--- src/design/flow_pkg.sv ---
/*
 * Shared definitions for the flow serializer
 * Packet and flit widths, flit count, flit index width and serialization order
 * Vector typedefs for packets, flits and flit indices
 */

`default_nettype none

package flow_pkg;

  // ------------------------------------------------------------------
  // Widths and counts
  // ------------------------------------------------------------------

  // Width of one wide packet on the push side
  localparam int push_width = 32;
  // Width of one flit on the pop side
  localparam int pop_width = 8;
  // Each packet is split into this many flits
  localparam int num_pop_flits = push_width / pop_width;
  // Enough bits to number every flit of a packet
  localparam int flit_id_width = $clog2(num_pop_flits);

  // ------------------------------------------------------------------
  // Vector types
  // ------------------------------------------------------------------

  typedef logic [push_width-1:0] push_data_t;
  typedef logic [pop_width-1:0] pop_data_t;
  typedef logic [flit_id_width-1:0] flit_id_t;

  // Index of the final flit in a packet
  localparam flit_id_t max_flit_id = flit_id_t'(num_pop_flits - 1);

  // Set to send the most significant slice of a packet first
  localparam bit serialize_msb_first = 1'b1;

endpackage : flow_pkg

`default_nettype wire

--- src/design/flow_counter.sv ---
/*
 * Wrapping flit index counter
 * Steps by one on each enable and returns to zero after the last flit index
 */

`timescale 1ns/1ps
`default_nettype none

module flow_counter (
  input  logic              clk,
  input  logic              arst_n,
  // Advance the index on this cycle
  input  logic              incr_valid,
  // Current flit index
  output flow_pkg::flit_id_t value
);

  import flow_pkg::*;

  // Index that the counter takes on its next enabled edge
  flit_id_t value_next;

  // ------------------------------------------------------------------
  // Next value with wrap
  // ------------------------------------------------------------------

  // Wrap explicitly so the count also works when the flit count
  // is not a power of two
  always_comb begin
    if (value == max_flit_id) begin
      value_next = '0;
    end else begin
      value_next = value + flit_id_t'(1);
    end
  end

  // ------------------------------------------------------------------
  // Index register
  // ------------------------------------------------------------------

  // The count moves one cycle after the enable and starts at flit zero
  always_ff @(posedge clk or negedge arst_n) begin
    if (!arst_n) begin
      value <= '0;
    end else if (incr_valid) begin
      value <= value_next;
    end
  end

endmodule : flow_counter

`default_nettype wire

--- src/design/flow_reg_fwd.sv ---
/*
 * One-entry forward register for a ready-valid flow
 * Registers valid and data with one cycle of latency at full throughput
 */

`timescale 1ns/1ps
`default_nettype none

module flow_reg_fwd #(
  // Payload width in bits
  parameter int width = 1
) (
  input  logic             clk,
  input  logic             arst_n,

  // Upstream side
  input  logic             push_valid,
  output logic             push_ready,
  input  logic [width-1:0] push_data,

  // Downstream side
  output logic             pop_valid,
  input  logic             pop_ready,
  output logic [width-1:0] pop_data
);

  // Holding register state
  logic             valid_q;
  logic [width-1:0] data_q;
  // A new item is captured on this cycle
  logic             load;

  // ------------------------------------------------------------------
  // Handshake
  // ------------------------------------------------------------------

  // The stage takes a new item when it is empty or its item is leaving,
  // which keeps one item per cycle moving under steady flow
  assign push_ready = !valid_q || pop_ready;
  assign load = push_valid && push_ready;

  // ------------------------------------------------------------------
  // Valid register
  // ------------------------------------------------------------------

  // While downstream stalls a full stage keeps its item
  always_ff @(posedge clk or negedge arst_n) begin
    if (!arst_n) begin
      valid_q <= 1'b0;
    end else if (push_ready) begin
      valid_q <= push_valid;
    end
  end

  // ------------------------------------------------------------------
  // Data register
  // ------------------------------------------------------------------

  always_ff @(posedge clk) begin
    if (load) begin
      data_q <= push_data;
    end
  end

  // Outputs come straight from the registers
  assign pop_valid = valid_q;
  assign pop_data = data_q;

endmodule : flow_reg_fwd

`default_nettype wire

--- src/design/flow_serializer.sv ---
/*
 * Wide-to-narrow flow serializer
 * Splits each push packet into flits with a flit index and a last flag
 * The pop side can pass through a forward register
 */

`timescale 1ns/1ps
`default_nettype none

module flow_serializer #(
  // Set to put a forward register on the pop side
  parameter bit register_pop_outputs = 1'b0
) (
  input  logic                 clk,
  input  logic                 arst_n,

  // Push side with one wide packet per transfer
  input  logic                 push_valid,
  output logic                 push_ready,
  input  flow_pkg::push_data_t push_data,

  // Pop side with one flit per transfer
  output logic                 pop_valid,
  input  logic                 pop_ready,
  output flow_pkg::pop_data_t  pop_data,
  output flow_pkg::flit_id_t   pop_id,
  output logic                 pop_last
);

  import flow_pkg::*;

  // Flit stream ahead of the optional output register
  logic      internal_pop_valid;
  logic      internal_pop_ready;
  pop_data_t internal_pop_data;
  flit_id_t  internal_pop_id;
  logic      internal_pop_last;
  // Which slice of the packet is on the flit stream now
  flit_id_t  slice_id;

  // ------------------------------------------------------------------
  // Flit index
  // ------------------------------------------------------------------

  // One step per flit taken by the internal pop stage
  flow_counter u_flit_counter (
    .clk        (clk),
    .arst_n     (arst_n),
    .incr_valid (internal_pop_valid && internal_pop_ready),
    .value      (internal_pop_id)
  );

  // The final flit of a packet carries the last flag
  assign internal_pop_last = (internal_pop_id == max_flit_id);

  // ------------------------------------------------------------------
  // Handshake
  // ------------------------------------------------------------------

  // A presented packet always has a flit to offer
  assign internal_pop_valid = push_valid;

  // The packet stays on the push port until its final flit is taken,
  // so the push transfer lines up with that last flit
  assign push_ready = internal_pop_ready && internal_pop_last;

  // ------------------------------------------------------------------
  // Slice selection
  // ------------------------------------------------------------------

  // Mirror the index when the top slice must leave first
  assign slice_id = serialize_msb_first ? (max_flit_id - internal_pop_id) : internal_pop_id;

  // Slice zero holds the least significant bits of the packet
  assign internal_pop_data = push_data[slice_id * pop_width +: pop_width];

  // ------------------------------------------------------------------
  // Pop side
  // ------------------------------------------------------------------

  if (register_pop_outputs) begin : gen_pop_reg
    // Data, index and last flag travel through one register together
    // and add one cycle before the first flit
    flow_reg_fwd #(
      .width (pop_width + flit_id_width + 1)
    ) u_pop_reg (
      .clk        (clk),
      .arst_n     (arst_n),
      .push_valid (internal_pop_valid),
      .push_ready (internal_pop_ready),
      .push_data  ({internal_pop_data, internal_pop_id, internal_pop_last}),
      .pop_valid  (pop_valid),
      .pop_ready  (pop_ready),
      .pop_data   ({pop_data, pop_id, pop_last})
    );
  end else begin : gen_pop_comb
    // First flit leaves in the same cycle that the packet arrives
    assign internal_pop_ready = pop_ready;
    assign pop_valid = internal_pop_valid;
    assign pop_data = internal_pop_data;
    assign pop_id = internal_pop_id;
    assign pop_last = internal_pop_last;
  end

endmodule : flow_serializer

`default_nettype wire

--- src/design/flow_serializer_top.sv ---
/*
 * Top level of the flow serializer subsystem
 * Serializer configured with a registered pop side
 */

`timescale 1ns/1ps
`default_nettype none

module flow_serializer_top (
  input  logic                 clk,
  input  logic                 arst_n,

  // Wide packets in
  input  logic                 push_valid,
  output logic                 push_ready,
  input  flow_pkg::push_data_t push_data,

  // Flits out
  output logic                 pop_valid,
  input  logic                 pop_ready,
  output flow_pkg::pop_data_t  pop_data,
  output flow_pkg::flit_id_t   pop_id,
  output logic                 pop_last
);

  // ------------------------------------------------------------------
  // Serializer
  // ------------------------------------------------------------------

  // Registered pop side so the first flit trails the packet by a cycle
  // and every pop output comes from a flop
  flow_serializer #(
    .register_pop_outputs (1'b1)
  ) u_serializer (
    .clk        (clk),
    .arst_n     (arst_n),
    .push_valid (push_valid),
    .push_ready (push_ready),
    .push_data  (push_data),
    .pop_valid  (pop_valid),
    .pop_ready  (pop_ready),
    .pop_data   (pop_data),
    .pop_id     (pop_id),
    .pop_last   (pop_last)
  );

endmodule : flow_serializer_top

`default_nettype wire

--- config.mk ---
export PLATFORM = sky130hd
export DESIGN_NAME = flow_serializer_top
export DESIGN_NICKNAME = d
export VERILOG_FILES = /design/src/design/flow_pkg.sv /design/src/design/flow_counter.sv /design/src/design/flow_reg_fwd.sv /design/src/design/flow_serializer.sv /design/src/design/flow_serializer_top.sv
export SDC_FILE = /design/constraint.sdc
export NUM_CORES = 1
export LEC_CHECK = 0
export ABC_AREA = 1
export BUFFER_PORTS_ARGS = -buffer_cell sky130_fd_sc_hd__buf_2
export CORE_UTILIZATION = 35
export CTS_CLUSTER_DIAMETER = 40
export DETAILED_ROUTE_END_ITERATION = 8
export GPL_TIMING_DRIVEN = 0
export PLACE_DENSITY = 0.65
export SKIP_LAST_GASP = 1
export SLEW_MARGIN = 20
export SYNTH_ARGS = -nofsm -noshare
export SYNTH_HDL_FRONTEND = slang
export SYNTH_HIERARCHICAL = 1
export SYNTH_SLANG_ARGS = --single-unit
export TNS_END_PERCENT = 10
--- constraint.sdc ---
create_clock -name clk -period 1.9 [get_ports clk]
set_input_delay 0.19 -clock clk [delete_from_list [all_inputs] [get_ports clk]]
set_output_delay 0.19 -clock clk [all_outputs]
set_load 0.01 [all_outputs]
==> reports/metrics.yaml, run 1 <==
worst_hold_path:
  hp-class: "in2reg"
  whs_path_depth: 3
  hp-start: "push_valid"
  holdPathEnd: "u_serializer/gen_pop_reg.u_pop_reg/pop_valid$_DFFE_PN0P_"
status:
  status: "completed"
sta:
  tns_ps: 0
  relSlewSlack_pct: 56.9
  finalHoldViolations: 0
  layout_min_cycle_time_ps: 1570
  tightest_slew_ps: 646
  period_share_pct: 82.4
  rsz0062_at_grt: "no"
  setup_viol_count_final: 0
  slew_viol_final: 0
  hold_ws_ps: 136
  fmax_mhz: 639
  skew_ps: 4.01
die:
  die_w_um: 52.3
  start_util_pct: 38.6
  dieArea_um2: 2740
  core_area_um2: 2300
  ioPinCount: 49
  num_rows: 17
  die_y_um: 52.3
clock_network:
  clk_pin_slew_ps: 80
  cts_root_buffer: "clkbuf_4"
  cts_tree: "built"
  htree_levels: 1
  clockBufferDepth: 2
  clk_latency_ps: 280
  cts_sinks: 14
  post_cts.repair.setup_buffers: 0
  numCtsBuffers: 3
  cts_resized: 0
drt:
  drt_wl_total_um: 2080
  route.antenna.remaining_nets: 0
  first_iter_violations: 10
  drc: 0
  drt-pass1-iter-count: 5
  routed-via-count: 916
  viasPerCell: 4.38
  post_drt_wl_per_cell_um: 9.95
logic_synthesis:
  syn_avg_cell_area_um2: 6.92
  synth_compound_area_share_pct: 0.565
  synth-xor-area-share_pct: 0
  yosys-top-cells-area: "edfxtp_1 37%, nand2_1 21%, inv_1 17%"
  yosys.area_share.simple_pct: 31.1
  synth_seq_area_share_pct: 45.8
  synth_edf_count: 11
  synth-main-ff-cell: "edfxtp_1"
  synth_top_area_cell: "edfxtp_1"
  synth_most_common_cell: "nand2_1"
  synthCells: 128
  synthDistinctLibCells: 12
  yosys_warnings: 6
  synth_top_family_by_area: "simple AND/OR/NAND/NOR gates"
  syn-cell-area_um2: 886
  synthArstFlopShare_pct: 21.4
  synth_commonest_cells: "50 x nand2_1, 39 x inv_1, 16 x nand3_1"
  synthAdderAreaFrac_pct: 1.41
  synth-seq-cells: 14
  synthMuxAreaShare_pct: 0
  syn-num-nets: 165
  synth_top_area_share_pct: 37.3
worst_setup_path:
  r2r-end: "u_serializer/gen_pop_reg.u_pop_reg/pop_data[4]$_DFFE_PP_"
  reg2reg_from: "u_serializer/gen_pop_reg.u_pop_reg/pop_valid$_DFFE_PN0P_"
  critPathLaunchType: "register"
  worstSetupStartpoint: "u_serializer/u_flit_counter/value[0]$_DFFE_PN0P_"
  crit_type: "reg2out"
  arrival_ps: 1380
  r2r_cells: 1
  crit_required_ps: 1710
  crit_fanout: 10
  rrSetupSlack_ps: 610
  end_kind: "output port"
power_and_ir_drop:
  peakVddDrop_v: 0.000589
  clockPowerShare_pct: 16.9
  switchingPower_uw: 490
  leakagePower_nw: 0.771
  total_power_mw: 1.29
  p_sw_share_pct: 38.1
  combPwrFrac_pct: 45.7
  p_int_uw: 798
  power.density_nw_per_um2: 1060
  pwr-share-seq_pct: 37.4
layout:
  num-nets-final: 219
  area_delta_synth_final_pct: 36.7
  drive_gt1_share_pct: 32.0
  nFillCells: 234
  final_util_pct: 52.7
  diodes: 0
placement:
  port_buffers: 48
  hpwl_um: 1530
  gp_congestion: 0.800
flow_run:
  max-cap-violations: 0
grt:
  antenna_found_initial: 0
  overflow: 0
  grt_max_degree: 12
  grt_pass1_wl_um: 3350
  grt_pass1_vias: 821
  track_usage_pct: 17.1
## logic make-up after synthesis
| kind of cell | Yosys count |
|---|---|
| buf+inv | 44 |
| flops | 14 |
| simple gates | 68 |
| compound gates | 1 |
| fa+ha+maj | 1 |
## layout by cell type, fill, tap and decap left out
| cell type | instances |
|---|---|
| clkbuf_4 | 3 |
| a21oi_2 | 1 |
| nand2_1 | 50 |
| dfrtp_1 | 3 |
| inv_4 | 1 |
| buf_6 | 2 |
| nand3_1 | 16 |
| nor2_1 | 2 |
| edfxtp_1 | 11 |
| buf_2 | 49 |
| ha_1 | 1 |
| clkbuf_8 | 1 |
| inv_1 | 39 |
| buf_4 | 1 |
| dlygate4sd3_1 | 1 |
## metrics by stage
stage	area [um^2]	cells	setup WS [ps]
finish	1210	209	335
global placement	1160	204	264
floorplan	886	128	482
global route	1210	209	219
CTS	1210	209	241
detailed placement	1160	204	250
## how the worst max path moves through the flow
| stage | endpoint | slack [ps] | cells past startpoint |
|---|---|---|---|
| after detailed placement | u_serializer/gen_pop_reg.u_pop_reg/pop_data[7]$_DFFE_PP_ | 250 | 1 |
| after global placement | u_serializer/gen_pop_reg.u_pop_reg/pop_data[7]$_DFFE_PP_ | 260 | 1 |
| after global routing | push_ready | 220 | 5 |
| after floorplan | u_serializer/gen_pop_reg.u_pop_reg/pop_data[0]$_DFFE_PP_ | 480 | 1 |
| after CTS | u_serializer/gen_pop_reg.u_pop_reg/pop_data[3]$_DFFE_PP_ | 240 | 1 |
| final | push_ready | 330 | 5 |
## power by group through the flow
| stage | clock, mW | sequential, mW | combinational (mW) |
|---|---|---|---|
| 6_report | 0.218 | 0.481 | 0.589 |
| 5_1_grt | 0.238 | 0.489 | 0.665 |
| 4_1_cts | 0.220 | 0.482 | 0.590 |
| 3_5_place_dp | 0 | 0.489 | 0.586 |
| 3_3_place_gp | 0 | 0.485 | 0.571 |
| 2_1_floorplan | 0 | 0.514 | 0.374 |
## metal layers
| layer | part of all wire (%) | up-vias | global-route usage (%) |
|---|---|---|---|
| li1 | - | 478 | - |
| met1 | 42 | 401 | 18.6 |
| met2 | 52 | 33 | 30.8 |
| met3 | 4.0 | 4 | 2.90 |
| met4 | 2.2 | 0 | 9.21 |
| met5 | 0 | - | 0 |
## state kept, by name, indices dropped and copies added, names as in the netlist
signal	count
u_serializer/gen_pop_reg.u_pop_reg/pop_data	11
u_serializer/gen_pop_reg.u_pop_reg/pop_valid	1
u_serializer/u_flit_counter/value	2
## timing repair
item	CTS	global route
setup endpoints to repair	0	0
hold buffers	1	0
endpoints found under the hold margin	3	0
## cell type report
type	count	area (um^2)	share of cell area [%]
multi-input cells	70	297	24.5
clock buffers	4	36.3	3.00
repair buffers	49	250	20.7
plain buffers	4	35.0	2.89
flip-flops and latches	14	405	33.5
well taps	28	35.0	2.89
inverters	40	153	12.6
## critical path, stage by stage (launching register included)
cell and delay (ps):
dfrtp_1 440, buf_6 170, buf_4 180, nand2_1 80, nor2_1 90, buf_2 130
Power figures use the tool's default switching activity.
==> run 2: changes to the inputs <==
==> constraint.sdc (replaced) <==
create_clock -name clk -period 1.5 [get_ports clk]
set_input_delay 0.15 -clock clk [delete_from_list [all_inputs] [get_ports clk]]
set_output_delay 0.15 -clock clk [all_outputs]
set_load 0.01 [all_outputs]
==> reports/metrics.yaml, run 2 (synthesis gave the netlist of run 1 again) <==
layout:
  multi_input_area_um2: 297  # unchanged
  nFillCells: 230  # was 234
  mostFrequentLayoutCells: "50 x nand2_1, 48 x buf_2, 39 x inv_1, 16 x nand3_1, 11 x edfxtp_1"  # was 50 x nand2_1, 49 x buf_2, 39 x inv_1, 16 x nand3_1, 11 x edfxtp_1
  num-nets-final: 219  # unchanged
  drive_gt1_share_pct: 32.6  # was 32.0%
  diodes: 0  # unchanged
  register_area_um2: 407  # was 405 um^2
  largest_reg_flops: 11  # unchanged
  mostFrequentLayoutCell: "nand2_1"  # unchanged
  area_delta_synth_final_pct: 37.1  # was 36.7%
clock_network:
  clk_latency_ps: 280  # about the same
  numCtsBuffers: 3  # unchanged
  clockBufferDepth: 2  # unchanged
  clk_pin_slew_ps: 80  # about the same
  cts_sinks: 14  # unchanged
  cts_root_buffer: "clkbuf_4"  # unchanged
  cts_tree: "built"  # unchanged
  htree_levels: 1  # unchanged
drt:
  first_iter_violations: 16  # was 10
  drc: 0  # unchanged
  drt_wl_total_um: 2010  # was 2080 um
  route.antenna.remaining_nets: 0  # unchanged
  viasPerCell: 4.30  # was 4.38
  post_drt_wl_per_cell_um: 9.63  # was 9.95 um
  routed-via-count: 898  # was 916
  drt-pass1-iter-count: 4  # was 5
sta:
  tightest_slew_ps: 640  # was 646 ps
  fmax_mhz: 733
  relSlewSlack_pct: 57.3  # was 56.9%
  final.setup.worst_slack_ps: 135  # was 335 ps
  period_share_pct: 91.0
  skew_ps: 2.49  # was 4.01 ps
  finalHoldViolations: 0  # unchanged
  rsz0062_at_grt: "no"  # unchanged
  setup_viol_count_final: 0  # unchanged
  slew_viol_final: 0  # unchanged
  hold_ws_ps: 95.0  # was 136 ps
  layout_min_cycle_time_ps: 1360
worst_setup_path:
  cp_top_family: "flip-flops"  # was buffers and inverters
  critical_path.cell_chain: "clkbuf_4, nand2_1, nor2_1, buf_2"  # was buf_6, buf_4, nand2_1, nor2_1, buf_2
  crit_slowest_cell: "dfrtp_1"  # unchanged
  worstPathBufferInverterCount: 2  # was 3
  end_kind: "output port"  # unchanged
  critPathLaunchType: "register"  # unchanged
  rrSetupSlack_ps: 210  # was 610 ps
  max_stage_delay_ps: 400  # was 440 ps
  crit_fanout: 10  # unchanged
  reg2reg_from: "u_serializer/gen_pop_reg.u_pop_reg/pop_valid$_DFFE_PN0P_"  # unchanged
  arrival_ps: 1210  # was 1380 ps
  worstSetupStartpoint: "u_serializer/u_flit_counter/value[1]$_DFFE_PN0P_"  # was u_serializer/u_flit_counter/value[0]$_DFFE_PN0P_
  crit_required_ps: 1350  # was 1710 ps
  crit_type: "reg2out"  # unchanged
grt:
  overflow: 0  # unchanged
  grt_pass1_vias: 817  # was 821
  antenna_found_initial: 0  # unchanged
  track_usage_pct: 17.0  # was 17.1%
  grt_max_degree: 12  # unchanged
  grt_pass1_wl_um: 3340  # was 3350 um
flow_run:
  max-cap-violations: 0  # unchanged
placement:
  pre_cts_slack_ps: -150  # was 250 ps
  gp_congestion: 0.800  # unchanged
  hpwl_um: 1530  # unchanged
  port_buffers: 48  # unchanged
power_and_ir_drop:
  leakagePower_nw: 0.770  # was 0.771 nW
  power.density_nw_per_um2: 1340  # was 1060 nW/um^2
  peakVddDrop_v: 0.000632  # was 0.000589 V
status:
  status: "completed"  # unchanged
die:
  die_w_um: 52.3  # unchanged
  num_rows: 17  # unchanged
  core_area_um2: 2300  # unchanged
  dieArea_um2: 2740  # unchanged
  ioPinCount: 49  # unchanged
  start_util_pct: 38.6  # unchanged
  die_y_um: 52.3  # unchanged
worst_hold_path:
  hp-start: "push_valid"  # unchanged
  hp-class: "in2reg"  # unchanged
## run 2: changes by cell type in the layout (fill, tap and decap cells not counted)
| cell | change |
|---|---|
| dfrtp_1 | -1 |
| buf_2 | -1 |
| clkbuf_4 | +1 |
| dfrtp_2 | +1 |
## run 2: routing by layer
metal  share of wire [%]  wire length [um]  track usage (%)  vias up
met3                 5.2               104             2.90        3
li1                    -                 -                -      479
met5                   0                 0                0        -
met4                 1.0                21             9.21        0
met1                  41               826             18.4      385
met2                  53              1060             30.8       31
## run 2: path summary, 6_finish.rpt
path	endpoint	cells after the start
min in group asynchronous	u_serializer/u_flit_counter/value[0]$_DFFE_PN0P_	2
hold reg to reg	u_serializer/gen_pop_reg.u_pop_reg/pop_data[1]$_DFFE_PP_	0
setup / recovery	push_ready	4
hold / removal	u_serializer/gen_pop_reg.u_pop_reg/pop_valid$_DFFE_PN0P_	3
max in group asynchronous	u_serializer/u_flit_counter/value[0]$_DFFE_PN0P_	2
setup reg to reg	u_serializer/gen_pop_reg.u_pop_reg/pop_data[4]$_DFFE_PP_	1
## run 2: repair_timing
| item | 4_1_cts | 5_1_grt |
|---|---|---|
| setup endpoints to repair | 12 | 1 |
| gates cloned | 0 | 0 |
| hold buffers | 1 | 0 |
| hold endpoints to repair | 3 | 0 |
| setup buffers | 0 | 1 |
| gates resized for setup | 1 | 2 |
## run 2: cell type report
| cell class | count | area share (%) |
|---|---|---|
| flip-flops and latches | 14 | 33.5 |
| clock buffers | 4 | 2.99 |
| repair buffers | 50 | 21.2 |
| multi-input cells | 70 | 24.4 |
| well taps | 28 | 2.88 |
| inverters | 40 | 12.6 |
| plain buffers | 3 | 2.47 |
## run 2: per-stage QoR
stage / TNS [ps] / total power [mW] / area (um^2) / cells / utilization (%)
floorplan: 0 / 1.13 / 886 / 128 / -
global placement: -1500 / 1.34 / 1160 / 204 / 50.5
detailed placement: -1650 / 1.36 / 1160 / 204 / 50.5
CTS: -38.7 / 1.64 / 1210 / 209 / 52.7
global route: 0 / 1.77 / 1210 / 209 / 52.9
finish: 0 / 1.63 / 1210 / 209 / 52.9
## run 2: report_power, final
part,switching (mW),internal (mW)
sequential,0.0429,0.565
clock,0.129,0.148
combinational,0.438,0.306
total,0.610,1.02
## run 2: worst min-delay path, stage by stage
cell,delay (ps)
buf_2,90
inv_1,50
nand2_1,60
==> run 3: changes to the inputs <==
--- a/config.mk
+++ b/config.mk
@@ -7,11 +7,14 @@
 export LEC_CHECK = 0
 export ABC_AREA = 1
 export BUFFER_PORTS_ARGS = -buffer_cell sky130_fd_sc_hd__buf_2
-export CORE_UTILIZATION = 35
+export CELL_PAD_IN_SITES_DETAIL_PLACEMENT = 1
+export CELL_PAD_IN_SITES_GLOBAL_PLACEMENT = 1
+export CORE_ASPECT_RATIO = 2
+export CORE_UTILIZATION = 29
 export CTS_CLUSTER_DIAMETER = 40
 export DETAILED_ROUTE_END_ITERATION = 8
 export GPL_TIMING_DRIVEN = 0
-export PLACE_DENSITY = 0.65
+export PLACE_DENSITY = 0.78
 export SKIP_LAST_GASP = 1
 export SLEW_MARGIN = 20
 export SYNTH_ARGS = -nofsm -noshare
==> reports/metrics.yaml, run 3 (synthesis gave the netlist of run 1 again) <==
drt:
  viasPerCell: 4.45  # was 4.30
  routed-via-count: 934  # was 898
  drt-pass1-iter-count: 4  # unchanged
  post_drt_wl_per_cell_um: 11.1  # was 9.63 um
  drt_wl_total_um: 2330  # was 2010 um
  route.antenna.remaining_nets: 0  # unchanged
  first_iter_violations: 23  # was 16
  drc: 0  # unchanged
grt:
  grt_pass1_wl_um: 3710  # was 3340 um
  grt_pass1_vias: 935  # was 817
  antenna_found_initial: 0  # unchanged
  grt_max_degree: 12  # unchanged
  overflow: 0  # unchanged
  track_usage_pct: 16.0  # was 17.0%
power_and_ir_drop:
  switchingPower_uw: 622  # was 610 uW
  peakVddDrop_v: 0.000621  # was 0.000632 V
  p_int_mw: 1.04  # was 1.02 mW
  pwr-share-seq_pct: 36.9  # was 37.3%
  combPwrFrac_pct: 44.6  # was 45.7%
  leakagePower_nw: 0.766  # was 0.770 nW
  power.density_nw_per_um2: 1370  # was 1340 nW/um^2
  total_power_mw: 1.66  # was 1.63 mW
  p_sw_share_pct: 37.4  # was 37.5%
  clockPowerShare_pct: 18.5  # was 17.0%
worst_setup_path:
  worst-path-stages: 4  # unchanged
  r2r-end: "u_serializer/gen_pop_reg.u_pop_reg/pop_data[10]$_DFFE_PP_"  # was u_serializer/gen_pop_reg.u_pop_reg/pop_data[4]$_DFFE_PP_
  worstPathBufferInverterCount: 2  # unchanged
  crit_top_cell: "buf_2"
  arrival_ps: 1240  # was 1210 ps
  cp_top_family: "flip-flops"  # unchanged
  critical_path.cell_chain: "buf_2, nand2_1, nor2_1, buf_2"  # was clkbuf_4, nand2_1, nor2_1, buf_2
  critPathLaunchType: "register"  # unchanged
  reg2reg_from: "u_serializer/u_flit_counter/value[0]$_DFFE_PN0P_"  # was u_serializer/gen_pop_reg.u_pop_reg/pop_valid$_DFFE_PN0P_
  rrSetupSlack_ps: 210  # about the same
  crit_slowest_cell: "dfrtp_1"  # unchanged
  crit_required_ps: 1350  # about the same
  crit_type: "reg2out"  # unchanged
  end_kind: "output port"  # unchanged
  crit_fanout: 10  # unchanged
  crit_end: "push_ready"  # unchanged
  r2r_cells: 6  # was 1
  worstSetupStartpoint: "u_serializer/u_flit_counter/value[1]$_DFFE_PN0P_"  # unchanged
  max_stage_delay_ps: 400  # about the same
layout:
  multi_input_area_um2: 297  # unchanged
  nFillCells: 414  # was 230
  mostFrequentLayoutCells: "50 x nand2_1, 49 x buf_2, 39 x inv_1, 16 x nand3_1, 11 x edfxtp_1"  # was 50 x nand2_1, 48 x buf_2, 39 x inv_1, 16 x nand3_1, 11 x edfxtp_1
  num-nets-final: 218  # was 219
  area_delta_synth_final_pct: 37.3  # was 37.1%
  drive_gt1_share_pct: 31.7  # was 32.6%
  final_util_pct: 41.3  # was 52.9%
  largest_reg_flops: 11  # unchanged
  design_area_um2: 1220  # was 1210 um^2
  mostFrequentLayoutCell: "nand2_1"  # unchanged
  diodes: 0  # unchanged
  register_area_um2: 407  # unchanged
sta:
  fmax_mhz: 720  # was 733 MHz
  layout_min_cycle_time_ps: 1390  # was 1360 ps
  tns_ps: 0  # unchanged
  setup_viol_count_final: 0  # unchanged
  slew_viol_final: 0  # unchanged
  tightest_slew_ps: 621  # was 640 ps
  rsz0062_at_grt: "no"  # unchanged
  skew_ps: 5.20  # was 2.49 ps
  final.setup.worst_slack_ps: 111  # was 135 ps
  relSlewSlack_pct: 58.6  # was 57.3%
  period_share_pct: 92.6  # was 91.0%
  finalHoldViolations: 0  # unchanged
placement:
  pre_cts_slack_ps: -104  # was -150 ps
  port_buffers: 48  # unchanged
  hpwl_um: 1920  # was 1530 um
  gp_congestion: 0.717  # was 0.800
  placed_area_um2: 1160  # about the same
clock_network:
  numCtsBuffers: 3  # unchanged
  htree_levels: 1  # unchanged
  cts_root_buffer: "clkbuf_8"  # was clkbuf_4
  clk_latency_ps: 240  # was 280 ps
  clockBufferDepth: 2  # unchanged
  cts_tree: "built"  # unchanged
  post_cts.repair.setup_buffers: 0  # unchanged
  cts_sinks: 14  # unchanged
  clk_pin_slew_ps: 50  # was 80 ps
die:
  num_rows: 28  # was 17
  start_util_pct: 30.1  # was 38.6%
  dieArea_um2: 3290  # was 2740 um^2
  die_y_um: 80.2  # was 52.3 um
  ioPinCount: 49  # unchanged
  die_w_um: 41.1  # was 52.3 um
  core_area_um2: 2940  # was 2300 um^2
worst_hold_path:
  hp-class: "in2reg"  # unchanged
status:
  status: "completed"  # unchanged
flow_run:
  max-cap-violations: 0  # unchanged
==> run 3: changes by cell type in the layout (fill, tap and decap cells not counted), sizes merged <==
cell,before,now
clkbuf,5,4
==> run 3: worst min path at each step <==
stage,start,endpoint,slack (ps),cells past startpoint
finish,push_valid,u_serializer/gen_pop_reg.u_pop_reg/pop_valid$_DFFE_PN0P_,170,3
global route,push_valid,u_serializer/gen_pop_reg.u_pop_reg/pop_valid$_DFFE_PN0P_,200,3
CTS,push_valid,u_serializer/gen_pop_reg.u_pop_reg/pop_valid$_DFFE_PN0P_,150,3
detailed placement,arst_n,u_serializer/gen_pop_reg.u_pop_reg/pop_valid$_DFFE_PN0P_,-50,1
global placement,arst_n,u_serializer/gen_pop_reg.u_pop_reg/pop_valid$_DFFE_PN0P_,-50,1
floorplan,arst_n,u_serializer/gen_pop_reg.u_pop_reg/pop_valid$_DFFE_PN0P_,-150,0
==> run 3: tightest hold or removal path: cells and delay by family <==
kind,cells,cell delay [ps]
buffers and inverters,2,150
and+or+nand+nor,1,70
==> run 3: metal layers <==
metal | track usage, % | share of wire, % | routed length (um)
met2 | 31.3 | 59 | 1390
met3 | 0 | 3.4 | 78
met1 | 14.7 | 35 | 817
met4 | 7.33 | 2.0 | 46
met5 | 0 | 0 | 0
==> run 3: power by group through the flow <==
stage / sequential [mW] / combinational, mW / clock, mW
global route: 0.627 / 0.854 / 0.327
floorplan: 0.651 / 0.474 / 0
detailed placement: 0.621 / 0.767 / 0
CTS: 0.615 / 0.774 / 0.316
finish: 0.614 / 0.742 / 0.307
global placement: 0.616 / 0.733 / 0
==> run 3: cell type report <==
class / instances / share of cell area [%]
well taps: 30 / 3.09
plain buffers: 3 / 2.26
multi-input cells: 70 / 24.4
clock buffers: 4 / 3.70
flip-flops and latches: 14 / 33.4
inverters: 40 / 12.6
repair buffers: 49 / 20.6
==> run 3: per-stage QoR <==
| step | hold WS, ps | cells |
|---|---|---|
| floorplan | -146 | 128 |
| global placement | -52.1 | 206 |
| detailed placement | -49.6 | 206 |
| CTS | 153 | 211 |
| global route | 204 | 210 |
| finish | 170 | 210 |
==> run 3: repair_timing <==
item	CTS	global route
hold endpoints to repair	3	0
resized for setup	1	1
pin swaps	0	0
hold buffers	1	0
setup endpoints to repair	12	1
